### src/rtl/corr_pkg.sv
// sizes and saturation limit for the correlator front end
// sample frame and output record structs
// input pair order of the six baselines
package corr_pkg;

	localparam int num_inputs = 4;
	localparam int sample_width = 2; // unsigned samples
	localparam int num_baselines = num_inputs * (num_inputs - 1) / 2;
	localparam int result_width = 16;
	localparam int len_width = 16;
	localparam int frame_width = 8;
	localparam int index_width = 4;
	localparam int num_records = num_inputs + num_baselines;

	localparam logic [result_width-1:0] max_count = '1;

	// counts come first in the record index, then baselines
	localparam logic [index_width-1:0] first_baseline = index_width'(num_inputs);
	localparam logic [index_width-1:0] last_record = index_width'(num_records - 1);

	// baseline pairs in order (0,1) (0,2) (0,3) (1,2) (1,3) (2,3)
	localparam int baseline_a [num_baselines] = '{0, 0, 0, 1, 1, 2};
	localparam int baseline_b [num_baselines] = '{1, 2, 3, 2, 3, 3};

	typedef struct packed {
		logic [num_inputs-1:0][sample_width-1:0] lane; // lane[i] is input i
	} sample_frame_t;

	typedef struct packed {
		logic [frame_width-1:0] frame;
		logic is_baseline;
		logic [index_width-1:0] index; // input or baseline number
		logic overflow;
		logic [result_width-1:0] value;
	} record_t;

endpackage
### src/rtl/correlator_top.sv
// correlator front end top level
// timer, four pulse counters, six baseline accumulators, readout sequencer
module correlator_top (
	input logic clk,
	input logic reset,
	input logic enable,
	input logic sample_valid,
	input corr_pkg::sample_frame_t samples,
	input logic [corr_pkg::len_width-1:0] integration_len,
	output logic record_valid,
	output corr_pkg::record_t record
);

	logic last_sample;
	logic frame_ready;
	logic [corr_pkg::result_width-1:0] counts [corr_pkg::num_inputs];
	logic [corr_pkg::num_inputs-1:0] count_saturated;
	logic [corr_pkg::result_width-1:0] correlations [corr_pkg::num_baselines];
	logic [corr_pkg::num_baselines-1:0] correlation_saturated;

	integration_timer timer (
		.clk(clk),
		.reset(reset),
		.enable(enable),
		.sample_valid(sample_valid),
		.integration_len(integration_len),
		.last_sample(last_sample),
		.frame_ready(frame_ready)
	);

	for (genvar i = 0; i < corr_pkg::num_inputs; i++) begin : g_input
		pulse_counter counter (
			.clk(clk),
			.reset(reset),
			.enable(enable),
			.sample_valid(sample_valid),
			.sample(samples.lane[i]),
			.last_sample(last_sample),
			.result(counts[i]),
			.saturated(count_saturated[i])
		);
	end

	for (genvar b = 0; b < corr_pkg::num_baselines; b++) begin : g_baseline
		baseline_accumulator accumulator (
			.clk(clk),
			.reset(reset),
			.enable(enable),
			.sample_valid(sample_valid),
			.sample_a(samples.lane[corr_pkg::baseline_a[b]]),
			.sample_b(samples.lane[corr_pkg::baseline_b[b]]),
			.last_sample(last_sample),
			.result(correlations[b]),
			.saturated(correlation_saturated[b])
		);
	end

	readout_sequencer sequencer (
		.clk(clk),
		.reset(reset),
		.frame_ready(frame_ready),
		.counts(counts),
		.count_saturated(count_saturated),
		.correlations(correlations),
		.correlation_saturated(correlation_saturated),
		.record_valid(record_valid),
		.record(record)
	);

endmodule

### src/rtl/readout_sequencer.sv
// readout sequencer
// snapshots the ten results on frame_ready and emits one record per cycle
// counts for inputs 0..3 first, then baselines 0..5
module readout_sequencer (
	input logic clk,
	input logic reset,
	input logic frame_ready,
	input logic [corr_pkg::result_width-1:0] counts [corr_pkg::num_inputs],
	input logic [corr_pkg::num_inputs-1:0] count_saturated,
	input logic [corr_pkg::result_width-1:0] correlations [corr_pkg::num_baselines],
	input logic [corr_pkg::num_baselines-1:0] correlation_saturated,
	output logic record_valid,
	output corr_pkg::record_t record
);

	logic [corr_pkg::result_width-1:0] snap_value [corr_pkg::num_records];
	logic [corr_pkg::num_records-1:0] snap_overflow;
	logic [corr_pkg::index_width-1:0] record_index;
	logic [corr_pkg::frame_width-1:0] frame_number;
	logic is_baseline;

	// snapshot frees the accumulators for the next window
	always_ff @(posedge clk) begin
		if (frame_ready) begin
			for (int i = 0; i < corr_pkg::num_inputs; i++) begin
				snap_value[i] <= counts[i];
				snap_overflow[i] <= count_saturated[i];
			end
			for (int b = 0; b < corr_pkg::num_baselines; b++) begin
				snap_value[corr_pkg::num_inputs + b] <= correlations[b];
				snap_overflow[corr_pkg::num_inputs + b] <= correlation_saturated[b];
			end
		end
	end

	always_ff @(posedge clk) begin
		if (!reset) begin
			record_valid <= 1'b0;
			record_index <= '0;
			frame_number <= '0;
		end else if (frame_ready) begin
			record_valid <= 1'b1; // burst starts next cycle
			record_index <= '0;
		end else if (record_valid) begin
			if (record_index == corr_pkg::last_record) begin
				record_valid <= 1'b0;
				record_index <= '0;
				frame_number <= frame_number + 1'b1; // wraps at 256
			end else begin
				record_index <= record_index + 1'b1;
			end
		end
	end

	assign is_baseline = (record_index >= corr_pkg::first_baseline);

	always_comb begin
		record.frame = frame_number;
		record.is_baseline = is_baseline;
		if (is_baseline) begin
			record.index = record_index - corr_pkg::first_baseline;
		end else begin
			record.index = record_index;
		end
		record.overflow = snap_overflow[record_index];
		record.value = snap_value[record_index];
	end

endmodule

### src/rtl/baseline_accumulator.sv
// lag-zero baseline accumulator
// saturating sum of sample products for one input pair
module baseline_accumulator (
	input logic clk,
	input logic reset,
	input logic enable,
	input logic sample_valid,
	input logic [corr_pkg::sample_width-1:0] sample_a,
	input logic [corr_pkg::sample_width-1:0] sample_b,
	input logic last_sample,
	output logic [corr_pkg::result_width-1:0] result,
	output logic saturated
);

	logic [2*corr_pkg::sample_width-1:0] product;
	logic [corr_pkg::result_width-1:0] running_sum;
	logic running_sat;
	logic [corr_pkg::result_width:0] next_total;
	logic [corr_pkg::result_width-1:0] next_sum;
	logic next_sat;
	logic accept;

	assign accept = sample_valid & enable;
	assign product = sample_a * sample_b; // at most 9

	always_comb begin
		next_total = {1'b0, running_sum}
			+ {{(corr_pkg::result_width + 1 - 2*corr_pkg::sample_width){1'b0}}, product};
		if (next_total[corr_pkg::result_width]) begin
			next_sum = corr_pkg::max_count;
			next_sat = 1'b1;
		end else begin
			next_sum = next_total[corr_pkg::result_width-1:0];
			next_sat = running_sat; // sticky until the dump
		end
	end

	always_ff @(posedge clk) begin
		if (!reset) begin
			running_sum <= '0;
			running_sat <= 1'b0;
		end else if (!enable || last_sample) begin
			running_sum <= '0;
			running_sat <= 1'b0;
		end else if (accept) begin
			running_sum <= next_sum;
			running_sat <= next_sat;
		end
	end

	always_ff @(posedge clk) begin
		if (last_sample) begin
			result <= next_sum;
			saturated <= next_sat;
		end
	end

endmodule

### src/rtl/pulse_counter.sv
// per-input pulse counter
// saturating sum of sample values dumped at the end of each window
module pulse_counter (
	input logic clk,
	input logic reset,
	input logic enable,
	input logic sample_valid,
	input logic [corr_pkg::sample_width-1:0] sample,
	input logic last_sample,
	output logic [corr_pkg::result_width-1:0] result,
	output logic saturated
);

	logic [corr_pkg::result_width-1:0] running_sum;
	logic running_sat;
	logic [corr_pkg::result_width:0] next_total; // carry bit catches overflow
	logic [corr_pkg::result_width-1:0] next_sum;
	logic next_sat;
	logic accept;

	assign accept = sample_valid & enable;

	always_comb begin
		next_total = {1'b0, running_sum}
			+ {{(corr_pkg::result_width + 1 - corr_pkg::sample_width){1'b0}}, sample};
		if (next_total[corr_pkg::result_width]) begin
			next_sum = corr_pkg::max_count; // hold at the top
			next_sat = 1'b1;
		end else begin
			next_sum = next_total[corr_pkg::result_width-1:0];
			next_sat = running_sat;
		end
	end

	always_ff @(posedge clk) begin
		if (!reset) begin
			running_sum <= '0;
			running_sat <= 1'b0;
		end else if (!enable || last_sample) begin
			running_sum <= '0;
			running_sat <= 1'b0;
		end else if (accept) begin
			running_sum <= next_sum;
			running_sat <= next_sat;
		end
	end

	// total including the final sample
	always_ff @(posedge clk) begin
		if (last_sample) begin
			result <= next_sum;
			saturated <= next_sat;
		end
	end

endmodule

### src/rtl/integration_timer.sv
// integration timer
// counts accepted samples, flags the last one of each window
module integration_timer (
	input logic clk,
	input logic reset,
	input logic enable,
	input logic sample_valid,
	input logic [corr_pkg::len_width-1:0] integration_len,
	output logic last_sample,
	output logic frame_ready
);

	logic [corr_pkg::len_width-1:0] sample_count;
	logic [corr_pkg::len_width-1:0] last_index;
	logic accept;

	assign accept = sample_valid & enable;
	assign last_index = integration_len - 1'b1;

	// same cycle as the strobe carrying the final sample
	assign last_sample = accept && (sample_count == last_index);

	always_ff @(posedge clk) begin
		if (!reset) begin
			sample_count <= '0;
			frame_ready <= 1'b0;
		end else begin
			frame_ready <= last_sample; // results valid from here
			if (!enable) begin
				sample_count <= '0; // partial window dropped
			end else if (last_sample) begin
				sample_count <= '0;
			end else if (accept) begin
				sample_count <= sample_count + 1'b1;
			end
		end
	end

endmodule

### config.mk
export PLATFORM = sky130hd
export DESIGN_NAME = correlator_top
export DESIGN_NICKNAME = d
export VERILOG_FILES = /design/src/rtl/corr_pkg.sv /design/src/rtl/correlator_top.sv /design/src/rtl/readout_sequencer.sv /design/src/rtl/baseline_accumulator.sv /design/src/rtl/pulse_counter.sv /design/src/rtl/integration_timer.sv
export SDC_FILE = /design/constraint.sdc
export NUM_CORES = 1
export LEC_CHECK = 0
export ABC_AREA = 1
export BUFFER_PORTS_ARGS = -buffer_cell sky130_fd_sc_hd__buf_4
export CAP_MARGIN = 20
export CORE_MARGIN = 3
export CORE_UTILIZATION = 60
export CTS_BUF_LIST = sky130_fd_sc_hd__clkbuf_4 sky130_fd_sc_hd__clkbuf_8
export CTS_CLUSTER_DIAMETER = 60
export DETAILED_ROUTE_END_ITERATION = 10
export GPL_TIMING_DRIVEN = 0
export PLACE_DENSITY = 0.85
export SYNTH_ARGS = -nofsm -noshare
export SYNTH_HDL_FRONTEND = slang
export SYNTH_SLANG_ARGS = --single-unit
### constraint.sdc
create_clock -name clk -period 23.6 [get_ports clk]
set_input_delay 7.08 -clock clk [delete_from_list [all_inputs] [get_ports clk]]
set_output_delay 7.08 -clock clk [all_outputs]
set_load 0.05 [all_outputs]
==> results.tsv, run 1 <==
stage	metric	value	unit
clock_network	Sinks on Clock Net	544	
synth	Synth Register Bits	544	
clock_network	CTS tree	built	
final_layout	Final nets	2973	
clock_network	Root Buffer	clkbuf_8	
min_path	worst hold-check path type	reg2reg	
power	Pwr Density	68.5	mW/mm^2
route	Initial DRT Pass Iterations	7	
power	Peak supply drop	0.0432	mV
route	Via density	5.81	
clock_network	setup bufs post-CTS	0	
sta	worst slew pin tran	1.16	ns
placement	placed wire-length estimate	48.3	mm
sta	Hold WS	0.402	ns
floorplanning	row count	74	
clock_network	H-tree depth	3	
clock_network	Clock Pin Slew Worst Setup and Hold Paths	0.07	ns
floorplanning	Die Height	210	um
sta	Post-Route Skew	0.0324	ns
sta	slew margin rel.	22.8	%
critical_path	startpoint class of the critical path	register	
sta	Tmin final	10.62	ns
synth	Cell variety after synth	36	
critical_path	Worst path max stage delay	0.64	ns
sta	RSZ-0062 raised after global routing	no	
synth	syn avg cell area	9.12	sq um
critical_path	crit path buf inv count	3	
clock_network	Clock Path Buffers	3	
synth	Seq/Total Area, Yosys	57.3	%
sta	Final Hold Viols	0	
job	number of max-cap violations	0	
power	total power	1.92	mW
route	DR WL/cell	19.1	um
final_layout	ANT cells	0	
global_route	gr usage total	29.9	%
global_route	vias in the first global route	19000	
sta	Final Max Tran Viols	0	
synth	syn nets	2817	
critical_path	crit path cell chain	buf_1 -> clkbuf_1 -> a21oi_1 -> o21ai_0 -> o21ai_0 -> o211ai_1 -> o21ai_0 -> buf_4	
placement	Placer Congestion	0.984	
floorplanning	initial core utilization	60.9	%
sta	Setup-failing EPs final	0	
global_route	Overflow after GRT	0	
synth	Yosys warnings	0	
route	overall routed net length	66.8	mm
floorplanning	Ports	59	
critical_path	Critical Path AT	3.54	ns
critical_path	Req. time, crit path	16.52	ns
synth	Synth Instances	2732	
sta	Fin Setup TNS	0	ns
sta	achievable clock frequency	0.0942	GHz
clock_network	Post-CTS Resized	0	
route	drt drc	0	
critical_path	Most Frequent Cell on Critical Path	o21ai_0	
route	via count	20300	
global_route	first-pass GRT wire length	102	mm
final_layout	layout cells sized above 1	8.98	%
floorplanning	Core ar.	0.0409	sq mm
floorplanning	DIE AREA	0.0440	sq mm
placement	input/output buffers	58	
critical_path	Max Fanout on Critical Path	10	
route	Initial DRC Count	2581	
power	leakage	10.9	nW
clock_network	later-pin clock latency in the skew report	0.65	ns
outcome	status	complete, no violations	
synth	ys flop type	edfxtp_1	
critical_path	critical path's slowest cell	buf_1	
floorplanning	Die W	210	um
synth	async set-reset flop share out of synthesis	0	%
critical_path	CP Capture Type	output port	
global_route	largest net degree at the start of global routing	73	
final_layout	Layout area overhead	12.7	%
sta	period utilization	45.0	%
global_route	number of antenna violations at the first check in global routing	1	
synth	Post-synth EDFFs	340	
route	antenna viol nets, final	0	
clock_network	Hold-fix buffers, CTS	0	
critical_path	crit path kind	reg2out	
synth	Cell Area, Synth	0.0249	sq mm
clock_network	number of CTS-inserted buffers	86	
critical_path	CP top delay family	buffers and inverters	
==> layer usage <==
layer  routed length (um)  share of wire, %  vias up  GRT usage [%]
li1                     -                 -     9483              -
met1                27000                40     9550           41.0
met2                29900                45     1089           46.2
met3                 6870                10      179           5.90
met4                 2980               4.5        0           13.9
met5                    0                 0        -              0
==> worst reg2reg max path, cell delays in order (launching register included) <==
cell and delay (ns):
dfxtp_1 0.31, inv_1 0.07, fa_1 0.48, inv_1 0.07
ha_1 0.16, inv_1 0.06, fa_1 0.40, inv_1 0.07
nand2_1 0.06, a21oi_1 0.46, a21oi_1 0.14, o21ai_0 0.46
a21oi_1 0.13, nor2_1 0.12
==> flip-flops by register name, indices dropped and copies added (netlist names), named ones only <==
register,count
g_input.counter.result,64
sequencer.snap_value,160
sequencer.record_index,4
sequencer.frame_number,8
g_baseline.accumulator.result,96
sequencer.snap_overflow,10
g_baseline.accumulator.running_sat,6
g_baseline.accumulator.saturated,6
timer.sample_count,16
g_input.counter.running_sum,64
timer.frame_ready,1
g_input.counter.running_sat,4
g_baseline.accumulator.running_sum,96
sequencer.record_valid,1
g_input.counter.saturated,4
==> placed cells by master, fill, tap and decap left out, types with 3 or more instances in the layout <==
cell	n
nand2_1	443
nor2_1	399
inv_1	353
edfxtp_1	340
dfxtp_1	203
nand3_1	201
a21oi_1	185
o21ai_0	168
clkbuf_8	95
buf_4	77
clkbuf_1	61
mux2i_1	55
nor3_1	52
nand4_1	50
ha_1	41
o211ai_1	32
xor2_1	30
clkbuf_4	28
clkinv_2	17
fa_1	16
or2_2	14
clkinv_1	13
xnor2_1	9
nand3b_1	8
a31oi_1	8
buf_1	8
buf_2	8
nor4_1	6
bufinv_16	5
and2_1	4
buf_12	4
buf_16	4
nor3b_1	3
inv_2	3
==> Yosys cell counts (9+ instances only) <==
cell	n	area, sq um
fa_1	16	320
nand4_1	50	313
nand2_1	443	1660
clkbuf_1	61	229
nand3_1	201	1010
xnor2_1	9	78.8
mux2i_1	55	551
or2_2	14	87.6
xor2_1	30	263
dfxtp_1	204	4080
o211ai_1	32	240
edfxtp_1	340	10200
nor3_1	52	260
o21ai_0	168	841
ha_1	41	513
a21oi_1	185	926
nor2_1	400	1500
inv_1	353	1330
buf_4	19	143
==> per-stage QoR <==
| step | instances | cell area, sq um | util (%) | worst slack (ns) |
|---|---|---|---|---|
| 5_1_grt | 3493 | 28100 | 68.6 | 12.90 |
| 4_1_cts | 3493 | 28100 | 68.6 | 13.10 |
| 6_report | 3493 | 28100 | 68.6 | 12.98 |
| 3_5_place_dp | 3332 | 26300 | 64.2 | 13.51 |
| 2_1_floorplan | 2732 | 24900 | - | 7.75 |
| 3_3_place_gp | 3322 | 26000 | 63.6 | 3.79 |
==> logic make-up (layout without fill, tap and decap cells) <==
| kind of cell | count (synthesis) | after routing | synth area share [%] |
|---|---|---|---|
| AND/OR/NAND/NOR | 1184 | 1184 | 20.1 |
| flip-flops | 544 | 544 | 57.3 |
| buffers and inverters | 452 | 681 | 7.13 |
| AO/OA/AOI/OAI | 401 | 401 | 8.55 |
| adder cells (fa/ha/maj) | 57 | 57 | 3.34 |
| multiplexers | 55 | 55 | 2.21 |
| XOR/XNOR | 39 | 39 | 1.37 |
==> where the power goes <==
group / switching (mW) / internal, mW / leakage (nW)
Sequential: 0.00268 / 1.00 / 4.86
Clock: 0.374 / 0.471 / 0.974
Combinational: 0.0507 / 0.0218 / 5.11
Total: 0.428 / 1.50 / 10.9
==> layout make-up <==
class	count	area (sq um)
plain buffers	96	442
flip-flops and latches	544	14300
repair buffers	68	656
well taps	532	666
clock buffers	123	1520
multi-input cells	1736	8860
fillers	3021	12800
clock inverters	38	308
inverters	356	1340
==> path summary, 6_finish.rpt <==
check	slack (ns)	depth (start not counted)	to	from
worst max-delay path	12.98	8	record[3]	register
worst min-delay path	0.40	0	sequencer.snap_value[5][1]	g_baseline[1].accumulator.result[1]
worst max register to register	20.53	13	g_baseline[5].accumulator.running_sum[9]	g_baseline[5].accumulator.running_sum[1]
worst min register to register	0.40	0	sequencer.snap_value[5][1]	g_baseline[1].accumulator.result[1]
(Power assumes the default switching activity.)
==> inputs of run 2 (changes only) <==
- clock period: 23.6 -> 10.4 ns (I/O delays scaled with it)
==> run 2 against run 1 <==
Effect of this change: non-clock buffer count is 1 lower; sequential share of layout area decreased by 0.43 points; power grew 140%; clock power rose to 2.6 times the previous value; clock-buffer cell count up 3; sequential power increased by 130%; setup slack worse by 9.3 ns; largest cell class unchanged.
==> results.tsv, run 2 (synthesis gave the netlist of run 1 again) <==
stage	metric	value	unit	change
sta	RSZ-0062 raised after global routing	no		unchanged
global_route	vias in the first global route	19500		was 19,000
final_layout	most frequent cells in the layout	nand2_1, nor2_1, inv_1		unchanged
min_path	worst hold-check path type	reg2reg		unchanged
sta	Final Hold Viols	0		unchanged
placement	dpl cells	3331		was 3,332
final_layout	most flop-heavy register	sequencer.snap_value		unchanged
route	overall routed net length	68.4	mm	was 66.8 mm
floorplanning	initial core utilization	60.9	%	unchanged
clock_network	setup bufs post-CTS	0		unchanged
final_layout	ANT cells	0		unchanged
outcome	status	complete, no violations		unchanged
final_layout	Final Cell Area	0.0283	sq mm	was 0.0281 sq mm
route	via count	20500		was 20,300
critical_path	Req. time, crit path	7.28	ns	was 16.52 ns
global_route	first-pass GRT wire length	105	mm	was 102 mm
clock_network	Root Buffer	clkbuf_8		unchanged
sta	Hold WS	0.410	ns	was 0.402 ns
sta	achievable clock frequency	0.150	GHz	
sta	Tmin final	6.69	ns	
critical_path	Most Frequent Cell on Critical Path	o21ai_0		unchanged
placement	Placer Congestion	0.922		was 0.984
sta	worst slew pin tran	1.08	ns	was 1.16 ns
critical_path	crit path cell chain	buf_1 -> clkbuf_1 -> a21oi_1 -> o21ai_0 -> o21ai_0 -> o211ai_1 -> o21ai_0 -> buf_4		unchanged
floorplanning	Die Height	210	um	unchanged
sta	final setup margin	3.71	ns	was 12.98 ns
critical_path	crit path kind	reg2out		unchanged
route	Initial DRT Pass Iterations	6		was 7
route	Initial DRC Count	2622		was 2,581
sta	Fin Setup TNS	0	ns	unchanged
critical_path	CP top delay family	buffers and inverters		unchanged
floorplanning	row count	74		unchanged
sta	Final Max Tran Viols	0		unchanged
route	DR WL/cell	19.6	um	was 19.1 um
clock_network	H-tree depth	3		unchanged
route	Via density	5.86		was 5.81
final_layout	Final Util	69.2	%	was 68.6%
critical_path	startpoint class of the critical path	register		unchanged
floorplanning	Die W	210	um	unchanged
power	Pwr Density	163	mW/mm^2	was 68.5 mW/mm^2
sta	period utilization	64.3	%	
sta	slew margin rel.	28.0	%	was 22.8%
clock_network	Clock Path Buffers	3		unchanged
final_layout	max reg flops	160		unchanged
global_route	largest net degree at the start of global routing	71		was 73
job	number of max-cap violations	0		unchanged
clock_network	number of CTS-inserted buffers	89		was 86
clock_network	Sinks on Clock Net	544		unchanged
global_route	gr usage total	30.8	%	was 29.9%
floorplanning	Core ar.	0.0409	sq mm	unchanged
route	antenna viol nets, final	0		unchanged
critical_path	critical path's slowest cell	buf_1		unchanged
clock_network	Hold-fix buffers, CTS	0		unchanged
critical_path	Max Fanout on Critical Path	10		unchanged
final_layout	layout cells sized above 1	9.24	%	was 8.98%
floorplanning	DIE AREA	0.0440	sq mm	unchanged
placement	input/output buffers	58		unchanged
power	leakage	10.9	nW	about the same
clock_network	CTS tree	built		unchanged
sta	Post-Route Skew	0.0260	ns	was 0.0324 ns
sta	Setup-failing EPs final	0		unchanged
clock_network	Clock Pin Slew Worst Setup and Hold Paths	0.07	ns	about the same
critical_path	crit path buf inv count	3		unchanged
global_route	number of antenna violations at the first check in global routing	0		was 1
placement	placed cell area	0.0262	sq mm	was 0.0263 sq mm
floorplanning	Ports	59		unchanged
final_layout	Final nets	2975		was 2,973
clock_network	later-pin clock latency in the skew report	0.67	ns	was 0.65 ns
critical_path	CP Capture Type	output port		unchanged
final_layout	Largest regs	sequencer.snap_value (160), g_baseline.accumulator.result (96), g_baseline.accumulator.running_sum (96)		unchanged
final_layout	final cell count without fillers	3498		was 3,493
critical_path	Worst path max stage delay	0.65	ns	was 0.64 ns
power	Peak supply drop	0.101	mV	was 0.0432 mV
power	total power	4.62	mW	was 1.92 mW
final_layout	Layout area overhead	13.6	%	was 12.7%
placement	pre-CTS setup slack	3.99	ns	was 13.51 ns
placement	placed wire-length estimate	49.0	mm	was 48.3 mm
global_route	Overflow after GRT	0		unchanged
critical_path	Critical Path AT	3.57	ns	was 3.54 ns
final_layout	commonest non-fill, non-tap cell in the layout	nand2_1		unchanged
route	drt drc	0		unchanged
clock_network	Post-CTS Resized	0		unchanged
run 2: cell count changes in the layout (fill, tap and decap cells not counted):
cell,delta
bufinv_16,+6
clkinv_1,-3
clkbuf_4,-11
clkbuf_8,+14
buf_12,+1
inv_4,+1
inv_6,-1
buf_16,-2
run 2: worst paths after layout:
path | from | to | depth (start not counted) | slack (ns)
max | register | record[5] | 8 | 3.71
min | g_baseline[5].accumulator.result[13] | sequencer.snap_value[9][13] | 0 | 0.41
max reg2reg | g_baseline[0].accumulator.running_sum[1] | g_baseline[0].accumulator.running_sum[15] | 14 | 7.17
min reg2reg | g_baseline[5].accumulator.result[13] | sequencer.snap_value[9][13] | 0 | 0.41
run 2: metal layers:
| layer | up-vias | track usage [%] | part of all wire, % |
|---|---|---|---|
| li1 | 9486 | - | - |
| met1 | 9570 | 41.4 | 39 |
| met3 | 206 | 6.88 | 12 |
| met2 | 1224 | 47.8 | 45 |
| met4 | 0 | 14.5 | 4.7 |
| met5 | - | 0 | 0 |
run 2: power by group:
group	total [mW]	leakage, nW	switching [mW]	internal (mW)
sequential	2.28	4.69	0.00610	2.28
combinational	0.166	5.10	0.116	0.0492
clock	2.17	1.10	0.881	1.29
run 2: layout make-up:
class | instances | area (sq um)
Sequential cell | 544 | 14300
Buffer | 96 | 442
Multi-Input combinational cell | 1736 | 8860
Fill cell | 2974 | 12600
Inverter | 356 | 1340
Tap cell | 532 | 666
Timing Repair Buffer | 67 | 621
Clock buffer | 126 | 1630
Clock inverter | 41 | 474
